### src/verilog/mrp_pkg.sv
`default_nettype none
package mrp_pkg;
    localparam int CONN_ID_W    = 3;
    localparam int MAX_CONNS    = 8;
    localparam int IP_ADDR_W    = 32;
    localparam int PORT_NUM_W   = 16;
    localparam int UDP_LENGTH_W = 16;
    localparam int DATA_W       = 64;
    localparam int PADBYTES_W   = 3;
    localparam int MSG_ID_W     = 16;
    localparam int PKT_IDX_W    = 16;
    localparam int PKT_BEATS_W  = 3;   // Holds up to four payload beats.
    localparam int PKT_CNT_W    = 64;

    // Key layout from the MSB: src ip, dst ip, src port, dst port.
    localparam int CONN_KEY_W = 2 * IP_ADDR_W + 2 * PORT_NUM_W;

    localparam logic [UDP_LENGTH_W-1:0] BEAT_BYTES        = 16'd8;
    localparam logic [UDP_LENGTH_W-1:0] MAX_PAYLOAD_BYTES = 16'd32;
    localparam logic [UDP_LENGTH_W-1:0] MRP_HDR_BYTES     = 16'd8;
    localparam logic [UDP_LENGTH_W-1:0] UDP_HDR_BYTES     = 16'd8;

    typedef enum logic [2:0] {
        IDLE,
        LOOKUP,
        PKT_META,
        PKT_HDR,
        PKT_DATA,
        FINALIZE,
        WRITEBACK
    } tx_state_e;

    typedef enum logic {
        HDR,
        PAYLOAD
    } tx_data_sel_e;

    typedef enum logic {
        ZERO,
        INSTREAM
    } tx_pad_sel_e;
endpackage
`default_nettype wire

### src/verilog/mrp_conn_table.sv
`timescale 1ns/1ps
`default_nettype none
module mrp_conn_table (
     input  logic                               clk
    ,input  logic                               rst_n

    ,input  logic                               wr_val
    ,input  logic   [mrp_pkg::CONN_ID_W-1:0]    wr_conn_id
    ,input  logic   [mrp_pkg::CONN_KEY_W-1:0]   wr_key

    ,input  logic                               rd_val
    ,input  logic   [mrp_pkg::CONN_ID_W-1:0]    rd_conn_id
    ,output logic   [mrp_pkg::CONN_KEY_W-1:0]   rd_data

    ,output logic                               new_flow_val
    ,output logic   [mrp_pkg::CONN_ID_W-1:0]    new_flow_conn_id
);
    logic [mrp_pkg::CONN_KEY_W-1:0] keys [mrp_pkg::MAX_CONNS];

    // All connections closed out of reset.
    always_ff @(posedge clk) begin
        if (!rst_n) begin
            keys <= '{default: '0};
        end else if (wr_val) begin
            keys[wr_conn_id] <= wr_key;
        end
    end

    always_ff @(posedge clk) begin
        if (rd_val) begin
            rd_data <= keys[rd_conn_id];   // One cycle read.
        end
    end

    // Any table write opens a fresh flow.
    assign new_flow_val     = wr_val;
    assign new_flow_conn_id = wr_conn_id;
endmodule
`default_nettype wire

### src/verilog/mrp_tx_state_mem.sv
`timescale 1ns/1ps
`default_nettype none
module mrp_tx_state_mem (
     input  logic                               clk
    ,input  logic                               rst_n

    ,input  logic                               new_flow_val
    ,input  logic   [mrp_pkg::CONN_ID_W-1:0]    new_flow_conn_id

    ,input  logic                               wr_val
    ,input  logic   [mrp_pkg::CONN_ID_W-1:0]    wr_conn_id
    ,input  logic   [mrp_pkg::MSG_ID_W-1:0]     wr_msg_id
    ,output logic                               wr_rdy

    ,input  logic                               rd_val
    ,input  logic   [mrp_pkg::CONN_ID_W-1:0]    rd_conn_id
    ,output logic   [mrp_pkg::MSG_ID_W-1:0]     rd_msg_id
);
    logic [mrp_pkg::MSG_ID_W-1:0] msg_ids [mrp_pkg::MAX_CONNS];

    assign wr_rdy = ~new_flow_val;   // New flow owns the write port.

    always_ff @(posedge clk) begin
        if (!rst_n) begin
            msg_ids <= '{default: '0};
        end else if (new_flow_val) begin
            msg_ids[new_flow_conn_id] <= '0;
        end else if (wr_val) begin
            msg_ids[wr_conn_id] <= wr_msg_id;
        end
    end

    always_ff @(posedge clk) begin
        if (rd_val) begin
            rd_msg_id <= msg_ids[rd_conn_id];
        end
    end
endmodule
`default_nettype wire

### src/verilog/mrp_tx_ctrl.sv
`timescale 1ns/1ps
`default_nettype none
module mrp_tx_ctrl (
     input  logic                               clk
    ,input  logic                               rst_n

    ,input  logic                               src_tx_meta_val
    ,output logic                               tx_meta_rdy

    ,input  logic                               src_tx_instream_val
    ,input  logic                               src_tx_instream_last
    ,output logic                               tx_instream_rdy

    ,output logic                               dst_tx_meta_val
    ,input  logic                               dst_tx_meta_rdy

    ,output logic                               dst_tx_data_val
    ,output logic                               dst_tx_data_last
    ,input  logic                               dst_tx_data_rdy

    ,output logic                               finalize_val
    ,input  logic                               finalize_rdy

    ,output logic                               table_rd_val
    ,output logic                               state_rd_val
    ,output logic                               state_wr_val
    ,input  logic                               state_wr_rdy

    ,output logic                               store_meta
    ,output logic                               store_lookup
    ,output logic                               start_pkt
    ,output logic                               incr_msg_id
    ,output logic                               decr_bytes
    ,output mrp_pkg::tx_data_sel_e              data_sel
    ,output mrp_pkg::tx_pad_sel_e               pad_sel

    ,input  logic                               pkt_last_beat
    ,input  logic                               msg_last_pkt

    ,output logic   [mrp_pkg::PKT_CNT_W-1:0]    pkts_sent_cnt
);
    mrp_pkg::tx_state_e state;
    mrp_pkg::tx_state_e state_next;
    logic               lookup_wait;   // Second LOOKUP cycle, responses valid.
    logic               pkt_done;

    always_ff @(posedge clk) begin
        if (!rst_n) begin
            state         <= mrp_pkg::IDLE;
            tx_meta_rdy   <= 1'b0;
            lookup_wait   <= 1'b0;
            pkts_sent_cnt <= '0;
        end else begin
            state       <= state_next;
            tx_meta_rdy <= (state_next == mrp_pkg::IDLE);
            lookup_wait <= (state == mrp_pkg::LOOKUP) & ~lookup_wait;
            if (pkt_done) begin
                pkts_sent_cnt <= pkts_sent_cnt + 1'b1;
            end
        end
    end

    always_comb begin
        state_next       = state;
        tx_instream_rdy  = 1'b0;
        dst_tx_meta_val  = 1'b0;
        dst_tx_data_val  = 1'b0;
        dst_tx_data_last = 1'b0;
        finalize_val     = 1'b0;
        table_rd_val     = 1'b0;
        state_rd_val     = 1'b0;
        state_wr_val     = 1'b0;
        store_meta       = 1'b0;
        store_lookup     = 1'b0;
        start_pkt        = 1'b0;
        incr_msg_id      = 1'b0;
        decr_bytes       = 1'b0;
        pkt_done         = 1'b0;
        data_sel         = mrp_pkg::PAYLOAD;
        pad_sel          = mrp_pkg::ZERO;

        case (state)
            mrp_pkg::IDLE: begin
                if (src_tx_meta_val && tx_meta_rdy) begin
                    store_meta = 1'b1;
                    state_next = mrp_pkg::LOOKUP;
                end
            end
            mrp_pkg::LOOKUP: begin
                if (!lookup_wait) begin
                    table_rd_val = 1'b1;
                    state_rd_val = 1'b1;
                end else begin
                    store_lookup = 1'b1;
                    state_next   = mrp_pkg::PKT_META;
                end
            end
            mrp_pkg::PKT_META: begin
                dst_tx_meta_val = 1'b1;
                if (dst_tx_meta_rdy) begin
                    start_pkt  = 1'b1;
                    state_next = mrp_pkg::PKT_HDR;
                end
            end
            mrp_pkg::PKT_HDR: begin
                dst_tx_data_val = 1'b1;
                data_sel        = mrp_pkg::HDR;
                if (dst_tx_data_rdy) begin
                    state_next = mrp_pkg::PKT_DATA;
                end
            end
            mrp_pkg::PKT_DATA: begin
                dst_tx_data_val  = src_tx_instream_val;
                tx_instream_rdy  = dst_tx_data_rdy;
                dst_tx_data_last = pkt_last_beat;
                if (src_tx_instream_last) begin
                    pad_sel = mrp_pkg::INSTREAM;   // Only the message tail is padded.
                end
                if (src_tx_instream_val && dst_tx_data_rdy) begin
                    decr_bytes = 1'b1;
                    if (pkt_last_beat) begin
                        pkt_done = 1'b1;
                        if (msg_last_pkt) begin
                            state_next = mrp_pkg::FINALIZE;
                        end else begin
                            state_next = mrp_pkg::PKT_META;
                        end
                    end
                end
            end
            mrp_pkg::FINALIZE: begin
                finalize_val = 1'b1;
                if (finalize_rdy) begin
                    incr_msg_id = 1'b1;
                    state_next  = mrp_pkg::WRITEBACK;
                end
            end
            mrp_pkg::WRITEBACK: begin
                state_wr_val = 1'b1;
                if (state_wr_rdy) begin
                    state_next = mrp_pkg::IDLE;
                end
            end
            default: begin
                state_next = mrp_pkg::IDLE;
            end
        endcase
    end
endmodule
`default_nettype wire

### src/verilog/mrp_tx_datap.sv
`timescale 1ns/1ps
`default_nettype none
module mrp_tx_datap (
     input  logic                                   clk
    ,input  logic                                   rst_n

    ,input  logic   [mrp_pkg::UDP_LENGTH_W-1:0]     src_tx_req_len
    ,input  logic   [mrp_pkg::CONN_ID_W-1:0]        src_tx_conn_id
    ,input  logic   [mrp_pkg::DATA_W-1:0]           src_tx_instream_data
    ,input  logic   [mrp_pkg::PADBYTES_W-1:0]       src_tx_instream_padbytes

    ,input  logic                                   store_meta
    ,input  logic                                   store_lookup
    ,input  logic                                   start_pkt
    ,input  logic                                   incr_msg_id
    ,input  logic                                   decr_bytes
    ,input  mrp_pkg::tx_data_sel_e                  data_sel
    ,input  mrp_pkg::tx_pad_sel_e                   pad_sel

    ,output logic                                   pkt_last_beat
    ,output logic                                   msg_last_pkt

    ,output logic   [mrp_pkg::CONN_ID_W-1:0]        rd_conn_id
    ,input  logic   [mrp_pkg::CONN_KEY_W-1:0]       table_rd_data
    ,input  logic   [mrp_pkg::MSG_ID_W-1:0]         state_rd_msg_id
    ,output logic   [mrp_pkg::MSG_ID_W-1:0]         wr_msg_id

    ,output logic   [mrp_pkg::IP_ADDR_W-1:0]        dst_tx_src_ip
    ,output logic   [mrp_pkg::IP_ADDR_W-1:0]        dst_tx_dst_ip
    ,output logic   [mrp_pkg::PORT_NUM_W-1:0]       dst_tx_src_port
    ,output logic   [mrp_pkg::PORT_NUM_W-1:0]       dst_tx_dst_port
    ,output logic   [mrp_pkg::UDP_LENGTH_W-1:0]     dst_tx_len
    ,output logic   [mrp_pkg::DATA_W-1:0]           dst_tx_data
    ,output logic   [mrp_pkg::PADBYTES_W-1:0]       dst_tx_data_padbytes

    ,output logic   [mrp_pkg::CONN_KEY_W-1:0]       finalize_key
    ,output logic   [mrp_pkg::CONN_ID_W-1:0]        finalize_conn_id
    ,output logic   [mrp_pkg::MSG_ID_W-1:0]         finalize_msg_id
);
    localparam int HDR_PAD_W = mrp_pkg::DATA_W - mrp_pkg::MSG_ID_W
                             - mrp_pkg::PKT_IDX_W - mrp_pkg::UDP_LENGTH_W;

    logic [mrp_pkg::UDP_LENGTH_W-1:0]   req_len_q;
    logic [mrp_pkg::UDP_LENGTH_W-1:0]   bytes_rem;   // Bytes not yet packetized.
    logic [mrp_pkg::UDP_LENGTH_W-1:0]   pkt_bytes;
    logic [mrp_pkg::UDP_LENGTH_W-1:0]   pkt_beats;
    logic [mrp_pkg::CONN_ID_W-1:0]      conn_id_q;
    logic [mrp_pkg::CONN_KEY_W-1:0]     key_q;
    logic [mrp_pkg::MSG_ID_W-1:0]       msg_id_q;
    logic [mrp_pkg::PKT_IDX_W-1:0]      pkt_idx;
    logic [mrp_pkg::PKT_BEATS_W-1:0]    beats_left;
    logic [mrp_pkg::DATA_W-1:0]         hdr;

    // bytes_rem only moves at packet end, so these hold for the whole packet.
    assign pkt_bytes    = (bytes_rem > mrp_pkg::MAX_PAYLOAD_BYTES) ?
                          mrp_pkg::MAX_PAYLOAD_BYTES : bytes_rem;
    assign pkt_beats    = (pkt_bytes + mrp_pkg::BEAT_BYTES - 1'b1) / mrp_pkg::BEAT_BYTES;
    assign msg_last_pkt = (bytes_rem <= mrp_pkg::MAX_PAYLOAD_BYTES);
    assign pkt_last_beat = (beats_left == 1);

    always_ff @(posedge clk) begin
        if (!rst_n) begin
            bytes_rem  <= '0;
            pkt_idx    <= '0;
            beats_left <= '0;
        end else begin
            if (store_meta) begin
                bytes_rem <= src_tx_req_len;
                pkt_idx   <= '0;
            end else if (decr_bytes && pkt_last_beat) begin
                bytes_rem <= bytes_rem - pkt_bytes;
                pkt_idx   <= pkt_idx + 1'b1;
            end
            if (start_pkt) begin
                beats_left <= pkt_beats[mrp_pkg::PKT_BEATS_W-1:0];
            end else if (decr_bytes) begin
                beats_left <= beats_left - 1'b1;
            end
        end
    end

    always_ff @(posedge clk) begin
        if (store_meta) begin
            req_len_q <= src_tx_req_len;
            conn_id_q <= src_tx_conn_id;
        end
        if (store_lookup) begin
            key_q <= table_rd_data;
        end
        if (store_lookup) begin
            msg_id_q <= state_rd_msg_id;
        end else if (incr_msg_id) begin
            msg_id_q <= msg_id_q + 1'b1;   // Next id, written back after finalize.
        end
    end

    assign rd_conn_id = conn_id_q;
    assign wr_msg_id  = msg_id_q;

    assign {dst_tx_src_ip, dst_tx_dst_ip, dst_tx_src_port, dst_tx_dst_port} = key_q;
    assign dst_tx_len = pkt_bytes + mrp_pkg::MRP_HDR_BYTES + mrp_pkg::UDP_HDR_BYTES;

    assign hdr = {msg_id_q, pkt_idx, req_len_q, {HDR_PAD_W{1'b0}}};
    assign dst_tx_data = (data_sel == mrp_pkg::HDR) ? hdr : src_tx_instream_data;
    assign dst_tx_data_padbytes = (pad_sel == mrp_pkg::INSTREAM) ?
                                  src_tx_instream_padbytes : '0;

    assign finalize_key     = key_q;
    assign finalize_conn_id = conn_id_q;
    assign finalize_msg_id  = msg_id_q;
endmodule
`default_nettype wire

### src/verilog/mrp_tx.sv
`timescale 1ns/1ps
`default_nettype none
module mrp_tx (
     input  logic                                   clk
    ,input  logic                                   rst_n

    ,input  logic                                   table_wr_val
    ,input  logic   [mrp_pkg::CONN_ID_W-1:0]        table_wr_conn_id
    ,input  logic   [mrp_pkg::CONN_KEY_W-1:0]       table_wr_key

    ,input  logic                                   src_tx_meta_val
    ,input  logic   [mrp_pkg::UDP_LENGTH_W-1:0]     src_tx_req_len
    ,input  logic   [mrp_pkg::CONN_ID_W-1:0]        src_tx_conn_id
    ,output logic                                   tx_meta_rdy

    ,input  logic                                   src_tx_instream_val
    ,input  logic   [mrp_pkg::DATA_W-1:0]           src_tx_instream_data
    ,input  logic                                   src_tx_instream_last
    ,input  logic   [mrp_pkg::PADBYTES_W-1:0]       src_tx_instream_padbytes
    ,output logic                                   tx_instream_rdy

    ,output logic                                   dst_tx_meta_val
    ,output logic   [mrp_pkg::IP_ADDR_W-1:0]        dst_tx_src_ip
    ,output logic   [mrp_pkg::IP_ADDR_W-1:0]        dst_tx_dst_ip
    ,output logic   [mrp_pkg::PORT_NUM_W-1:0]       dst_tx_src_port
    ,output logic   [mrp_pkg::PORT_NUM_W-1:0]       dst_tx_dst_port
    ,output logic   [mrp_pkg::UDP_LENGTH_W-1:0]     dst_tx_len
    ,input  logic                                   dst_tx_meta_rdy

    ,output logic                                   dst_tx_data_val
    ,output logic   [mrp_pkg::DATA_W-1:0]           dst_tx_data
    ,output logic                                   dst_tx_data_last
    ,output logic   [mrp_pkg::PADBYTES_W-1:0]       dst_tx_data_padbytes
    ,input  logic                                   dst_tx_data_rdy

    ,output logic                                   finalize_val
    ,output logic   [mrp_pkg::CONN_KEY_W-1:0]       finalize_key
    ,output logic   [mrp_pkg::CONN_ID_W-1:0]        finalize_conn_id
    ,output logic   [mrp_pkg::MSG_ID_W-1:0]         finalize_msg_id
    ,input  logic                                   finalize_rdy

    ,output logic   [mrp_pkg::PKT_CNT_W-1:0]        pkts_sent_cnt
);
    logic                               store_meta;
    logic                               store_lookup;
    logic                               start_pkt;
    logic                               incr_msg_id;
    logic                               decr_bytes;
    mrp_pkg::tx_data_sel_e              data_sel;
    mrp_pkg::tx_pad_sel_e               pad_sel;
    logic                               pkt_last_beat;
    logic                               msg_last_pkt;

    logic                               table_rd_val;
    logic                               state_rd_val;
    logic                               state_wr_val;
    logic                               state_wr_rdy;
    logic [mrp_pkg::CONN_ID_W-1:0]      rd_conn_id;
    logic [mrp_pkg::CONN_KEY_W-1:0]     table_rd_data;
    logic [mrp_pkg::MSG_ID_W-1:0]       state_rd_msg_id;
    logic [mrp_pkg::MSG_ID_W-1:0]       wr_msg_id;

    logic                               new_flow_val;
    logic [mrp_pkg::CONN_ID_W-1:0]      new_flow_conn_id;

    mrp_conn_table conn_table (
         .clk               (clk                )
        ,.rst_n             (rst_n              )
        ,.wr_val            (table_wr_val       )
        ,.wr_conn_id        (table_wr_conn_id   )
        ,.wr_key            (table_wr_key       )
        ,.rd_val            (table_rd_val       )
        ,.rd_conn_id        (rd_conn_id         )
        ,.rd_data           (table_rd_data      )
        ,.new_flow_val      (new_flow_val       )
        ,.new_flow_conn_id  (new_flow_conn_id   )
    );

    mrp_tx_state_mem tx_state_mem (
         .clk               (clk                )
        ,.rst_n             (rst_n              )
        ,.new_flow_val      (new_flow_val       )
        ,.new_flow_conn_id  (new_flow_conn_id   )
        ,.wr_val            (state_wr_val       )
        ,.wr_conn_id        (rd_conn_id         )
        ,.wr_msg_id         (wr_msg_id          )
        ,.wr_rdy            (state_wr_rdy       )
        ,.rd_val            (state_rd_val       )
        ,.rd_conn_id        (rd_conn_id         )
        ,.rd_msg_id         (state_rd_msg_id    )
    );

    // Port names match the local nets one to one.
    mrp_tx_ctrl ctrl (.*);

    mrp_tx_datap datap (.*);
endmodule
`default_nettype wire

### config.mk
export PLATFORM = sky130hd
export DESIGN_NAME = mrp_tx
export DESIGN_NICKNAME = d
export VERILOG_FILES = /design/src/verilog/mrp_pkg.sv /design/src/verilog/mrp_conn_table.sv /design/src/verilog/mrp_tx_state_mem.sv /design/src/verilog/mrp_tx_ctrl.sv /design/src/verilog/mrp_tx_datap.sv /design/src/verilog/mrp_tx.sv
export SDC_FILE = /design/constraint.sdc
export NUM_CORES = 2
export LEC_CHECK = 0
export BUFFER_PORTS_ARGS = -buffer_cell sky130_fd_sc_hd__buf_4
export CORE_MARGIN = 8
export CORE_UTILIZATION = 59
export DETAILED_ROUTE_END_ITERATION = 10
export GPL_ROUTABILITY_DRIVEN = 0
export PLACE_DENSITY = 0.9
export SYNTH_ARGS = -nofsm -noshare
export SYNTH_HDL_FRONTEND = slang
export SYNTH_SLANG_ARGS = --single-unit
### constraint.sdc
create_clock -name clk -period 18.65 [get_ports clk]
set_input_delay 5.595 -clock clk [delete_from_list [all_inputs] [get_ports clk]]
set_output_delay 5.595 -clock clk [all_outputs]
set_load 0.02 [all_outputs]
# ---- Word-level counts from Yosys, hierarchy flattened
# Cells that the tools add are included.
dict set report classes {
  eq_ne 7
  muxes 58
  add_sub_neg 8
  n_bitwise 7
  reduce_logical 12
  order_cmp 6
}
# cell n
set op_table {}
lappend op_table {{768-bit bitwise mux} 1}
lappend op_table {{96-bit binary-select mux with 3-bit select} 1}
lappend op_table {{96-bit demux with 3-bit select} 1}
lappend op_table {{96-bit two-way mux} 3}
lappend op_table {{128-bit two-way mux} 2}
lappend op_table {{16-bit two-way mux} 9}
lappend op_table {{128-bit bitwise AND} 1}
lappend op_table {{128-bit bitwise mux} 1}
lappend op_table {{128-bit inverter} 1}
lappend op_table {{16-bit demux with 3-bit select} 2}
lappend op_table {{64-bit by 1-bit adder with 64-bit output, second input constant} 1}
lappend op_table {{64-bit two-way mux} 1}
lappend op_table {{16-bit binary-select mux with 3-bit select} 1}
lappend op_table {{3-bit two-way mux} 12}
lappend op_table {{16-bit by 1-bit adder with 16-bit output, second input constant} 2}
lappend op_table {{16-bit by 4-bit adder with 16-bit output, second input constant} 2}
lappend op_table {{1-bit two-way mux} 22}
lappend op_table {{3-bit case mux with 7 select lines} 1}
lappend op_table {{16-bit by 6-bit greater-than comparator with 1-bit output, second input constant} 1}
lappend op_table {{16-bit by 6-bit <= comparator with 1-bit output, second input constant} 1}
lappend op_table {{16-bit subtractor} 1}
lappend op_table {{3-bit equality test, second input constant} 3}
lappend op_table {{4-bit >= comparator, second input constant} 2}
lappend op_table {{4-bit by 1-bit less-than comparator with 1-bit output, second input constant} 2}
lappend op_table {{12 further kinds} 24}
dict set report word_totals {
  in_bits 194
  register_bits 1243
  out_inout_bits 364
  wordCells 127
}

# ---- Longest topological paths before layout
dict set report logic_depth {
  word_depth 8
  mapped_depth 11
  ltp_nobuf 10
}

# ---- Cells and area by module
# Synthesis repeated with hierarchy kept, for this count alone.
dict set report unflattened {
  hier_cells 5539
  hier_area_um2 55309.3
}
# module area_each_um2 n_inst cells_each seq_area_each_um2
set modules_own_cells {}
lappend modules_own_cells {mrp_conn_table 37432.2 1 3885 18257.5}
lappend modules_own_cells {mrp_tx_datap 8049.0 1 667 4634.4}
lappend modules_own_cells {mrp_tx_state_mem 6271.0 1 553 3042.9}
lappend modules_own_cells {mrp_tx_ctrl 3557.2 1 434 1381.3}

# ---- Least setup slack after synthesis
# No wires, ideal clock.
dict set report synth_path {
  kind {register -> register}
  start {register ctrl.state[0]}
  end {register conn_table.rd_data[0] (netlist bit), enable pin}
  path_slack_ps 5572
  period_less_slack_ps 13078
  stages_incl_launch_ff 3
  t_arrival_ps 12178
  setup_ps 900
  t_required_ps 17750
  n_path_buf 1
  cell_sequence {dfxtp_1 > clkbuf_1 > nor4b_1}
}
dict set report synth_via {
  elab_chain_len 2
}
# element line
set synth_rtl {}
lappend synth_rtl {{start, declared} mrp_tx_ctrl.sv:42} ;# mrp_pkg::tx_state_e state;
lappend synth_rtl {{start signal, assigned} mrp_tx_ctrl.sv:49} ;# state <= mrp_pkg::IDLE;
lappend synth_rtl {{start signal, assigned} mrp_tx_ctrl.sv:54} ;# state <= state_next;
lappend synth_rtl {{3-bit by 1-bit equality test with 1-bit output} mrp_tx_ctrl.sv:82} ;# case (state)
lappend synth_rtl {{1-bit two-way mux} mrp_tx_ctrl.sv:82}
lappend synth_rtl {{named net conn_table.rd_val} mrp_conn_table.sv:11} ;# ,input logic rd_val
lappend synth_rtl {{end signal, assigned} mrp_conn_table.sv:31} ;# rd_data <= keys[rd_conn_id];
lappend synth_rtl {{end, declared} mrp_conn_table.sv:13} ;# ,output logic [mrp_pkg::CONN_KEY_W-1:0] rd_data
# The timed path passes the listed nets, and every way through them passes these cells.
# A chain may end at the register's enable or synchronous reset.

# ---- Worst setup path in the final report
dict set report layout_path {
  start {input port dst_tx_data_rdy}
  end {output port tx_instream_rdy}
}
dict set report layout_via {
  elab_chain_len 1
}
# element line
set layout_rtl {}
lappend layout_rtl {{start, declared} mrp_tx.sv:34} ;# ,input logic dst_tx_data_rdy
lappend layout_rtl {{1-bit two-way mux} mrp_tx_ctrl.sv:82}
lappend layout_rtl {{end, declared} mrp_tx.sv:20} ;# ,output logic tx_instream_rdy
# No other way between the ends.

==> reports/qor.csv <==
stage,metric,value,unit
floorplan,die_w,309,um
synthesis,synthTopCellsByArea,"dfxtp_1 (39%), edfxtp_1 (14%), nand2_1 (12%)",
grt,grt_pass1_vias,44638,
sta,drv_slew,0,
sta,rsz0062_at_grt,no,
floorplan,die_h,309,um
pwr,p_per_area,97.7,nW/um^2
pwr,clkPwrFrac,0.437,
clock_network,ctsHoldBuffers,0,
synthesis,synth-edff-count,243,
placement,place_hpwl,93700,um
clock_network,clkTransAtPathRegs,60,ps
drt,wl,168000,um
drt,ant_nets,0,
pwr,switching_share,0.241,
floorplan,initial_core_util,0.596,
setup_path,crit_type,in2out,
pwr,combPwrFrac,0.064,
sta,setup_viol_count_final,0,
clock_network,tritoncts,built,
sta,tns,0,ps
synthesis,synth_area,50800,sq um
grt,track_usage,0.331,
grt,grt-ovfl-total,0,
pwr,fin_total_pwr,5.67,mW
layout,nFillCells,6212,
sta,max_slew_margin,0.164,
clock_network,clock-root-buffer,clkbuf_16,
floorplan,core_area,85300,sq um
clock_network,clockBufferDepth,3,
clock_network,clock_latency,710,ps
setup_path,critPathRequiredTime,13050,ps
flow_run,max_cap_violations,0,
synthesis,yosysWarnings,0,
clock_network,cts.sinks,1243,
sta,final-hold-violation-count,0,
sta,max_clock_freq,84.7,MHz
setup_path,crit_fanout,6,
layout,area_growth,14.2,%
setup_path,rr_worst_depth,6,
grt,antenna_found_initial,32,
sta,fin_crit_sh,0.633,
synthesis,yosys_register_bits,1243,
drt,wl_per_cell,23.6,um
synthesis,synth_top_flop_cell,dfxtp_1,
synthesis,yosysTopAreaCell,dfxtp_1,
layout,drive_gt1_frac,0.150,
clock_network,postCtsSetupBuffers,0,
clock_network,numCtsBuffers,120,
drt,drcViolationCount,0,
clock_network,htree_levels,3,
layout,fin_nets,6061,
pwr,p_switching,1.37,mW
synthesis,synth_cell_types,64,
pwr,p_leak,21.4,nW
grt,grt_max_degree,244,
synthesis,synthCells,5774,
sta,tightest_slew,1250,ps
drt,viasPerCell,6.45,
synthesis,avgSynthCellArea,8.80,sq um
outcome,outcome,finished clean,
drt,first_iter_violations,7188,
drt,vias,46051,
drt,dr.pass1.iters,7,
synthesis,ys_seq_area_frac,0.538,
grt,grt_first_pass_wirelength,253000,um
clock_network,cts_resized,0,
synthesis,ys_async_sr_fraction,0,
floorplan,ios,558,
worst_hold_path,hold_class,reg2reg,
setup_path,worstPathArrival,6210,ps
floorplan,std_cell_rows,107,
pwr,pwr-share-seq,0.499,
floorplan,dieArea,95700,sq um
setup_path,startpoint_type,input pin,
sta,fin_crit,11810,ps
pwr,irDropWorstVdd,0.0893,mV
placement,numPortBuffers,548,
worst_hold_path,hold_depth,0,
setup_path,critPathCaptureType,output pin,
sta,fin_skew,30.2,ps
pwr,internal-power,4.30,mW
synthesis,synth_top_area_frac,0.394,
sequential cells by signal, indices dropped and copies added, names as in the netlist:
| register | count |
|---|---|
| datap.bytes_rem | 16 |
| tx_state_mem.rd_msg_id | 16 |
| datap.finalize_conn_id | 3 |
| datap.beats_left | 3 |
| datap.finalize_msg_id | 16 |
| ctrl.tx_meta_rdy | 1 |
| datap.finalize_key | 96 |
| datap.req_len_q | 16 |
| conn_table.keys | 768 |
| ctrl.state | 3 |
| datap.pkt_idx | 16 |
| tx_state_mem.msg_ids | 128 |
| conn_table.rd_data | 96 |
| ctrl.lookup_wait | 1 |
| ctrl.pkts_sent_cnt | 64 |
path summary, 6_finish.rpt:
check | slack [ps] | endpoint | start
worst max-delay path | 6840 | tx_instream_rdy | dst_tx_data_rdy
worst min-delay path | 410 | datap.finalize_key[90] | conn_table.rd_data[90]
worst max register to register | 14680 | conn_table.rd_data[6] | datap.finalize_conn_id[0]
worst min register to register | 410 | datap.finalize_key[90] | conn_table.rd_data[90]
routing by layer:
metal / up-vias / global-route usage / wire length, um
li1: 20212 / - / -
met1: 21717 / 0.399 / 59700
met2: 3414 / 0.540 / 77600
met3: 700 / 0.0757 / 21500
met4: 8 / 0.202 / 9610
met5: - / 0 / 61
metrics by stage:
| stage | cell area [sq um] | std cells | utilization | setup WS [ps] | hold slack (ps) |
|---|---|---|---|---|---|
| 4_1_cts | 57900 | 7110 | 0.679 | 6840 | 416 |
| 6_report | 58000 | 7143 | 0.680 | 6840 | 405 |
| 3_5_place_dp | 53800 | 6880 | 0.631 | 6860 | 405 |
| 2_1_floorplan | 50800 | 5782 | - | 5570 | 400 |
| 5_1_grt | 58000 | 7135 | 0.680 | 6780 | 421 |
| 3_3_place_gp | 53800 | 6880 | 0.631 | 6860 | 403 |
final cells by class:
| type | instances | area, sq um | area share |
|---|---|---|---|
| clock inverter | 69 | 651 | 0.0112 |
| inverter | 18 | 75.1 | 0.00129 |
| tap | 1144 | 1430 | 0.0247 |
| clock buffer | 161 | 3420 | 0.0590 |
| timing repair buffer | 604 | 4550 | 0.0784 |
| sequential | 1243 | 27300 | 0.471 |
| antenna | 33 | 82.6 | 0.00142 |
| multi-input combinational | 3871 | 20500 | 0.353 |
cells by family after synthesis:
kind of cell,after synthesis,share of synthesized area
simple gates,2103,0.175
compound gates,1644,0.200
flops,1243,0.538
buf+inv,668,0.0646
xor+xnor,56,0.00966
mux,49,0.0108
fa+ha+maj,9,0.00222
other cells,2,0.000148
cells in the final DEF, fill, tap and decap left out, types with 124 or more instances in the layout:
cell type	count
a21oi_1	832
a22oi_1	449
buf_4	603
clkbuf_16	124
dfxtp_1	1000
edfxtp_1	243
nand2_1	1627
nand4_1	156
o211a_1	128
o21ai_0	142
cell usage after synthesis (all sizes together) (2+ instances only):
cell and n:
nand3b 2, edfxtp 243, nand4 157, clkbuf 418, or2 5, o21ai 179
nor2 95, nand3 52, buf 232, and2 25, nor2b 6, or4b 2
conb 2, and4 7, a211oi 2, nor4 16, nand2b 6, mux2i 3
o21bai 9, or4 29, xor2 29, nand2 1630, o21a 5, ha 9
and3 16, nor3 20, o211a 128, inv 18, mux2 46, a21oi 832
a22oi 449, o2111ai 3, o211ai 2, xnor2 27, dfxtp 1000, or3b 2
nor3b 4, and3b 2, a31oi 3, o31ai 25, or3 22
power by group through the flow:
stage / combinational [mW] / clock (mW) / sequential (mW)
after floorplan: 0.220 / 0 / 2.88
after global placement: 0.341 / 0 / 2.88
after detailed placement: 0.348 / 0 / 2.89
after CTS: 0.350 / 2.48 / 2.83
after global routing: 0.377 / 2.59 / 2.83
final: 0.360 / 2.48 / 2.83
critical path, stage by stage:
cell and delay [ps]:
buf_4 110, inv_1 50, nor2_1 220, buf_4 230
No activity file was read; power rests on OpenSTA's default activity.
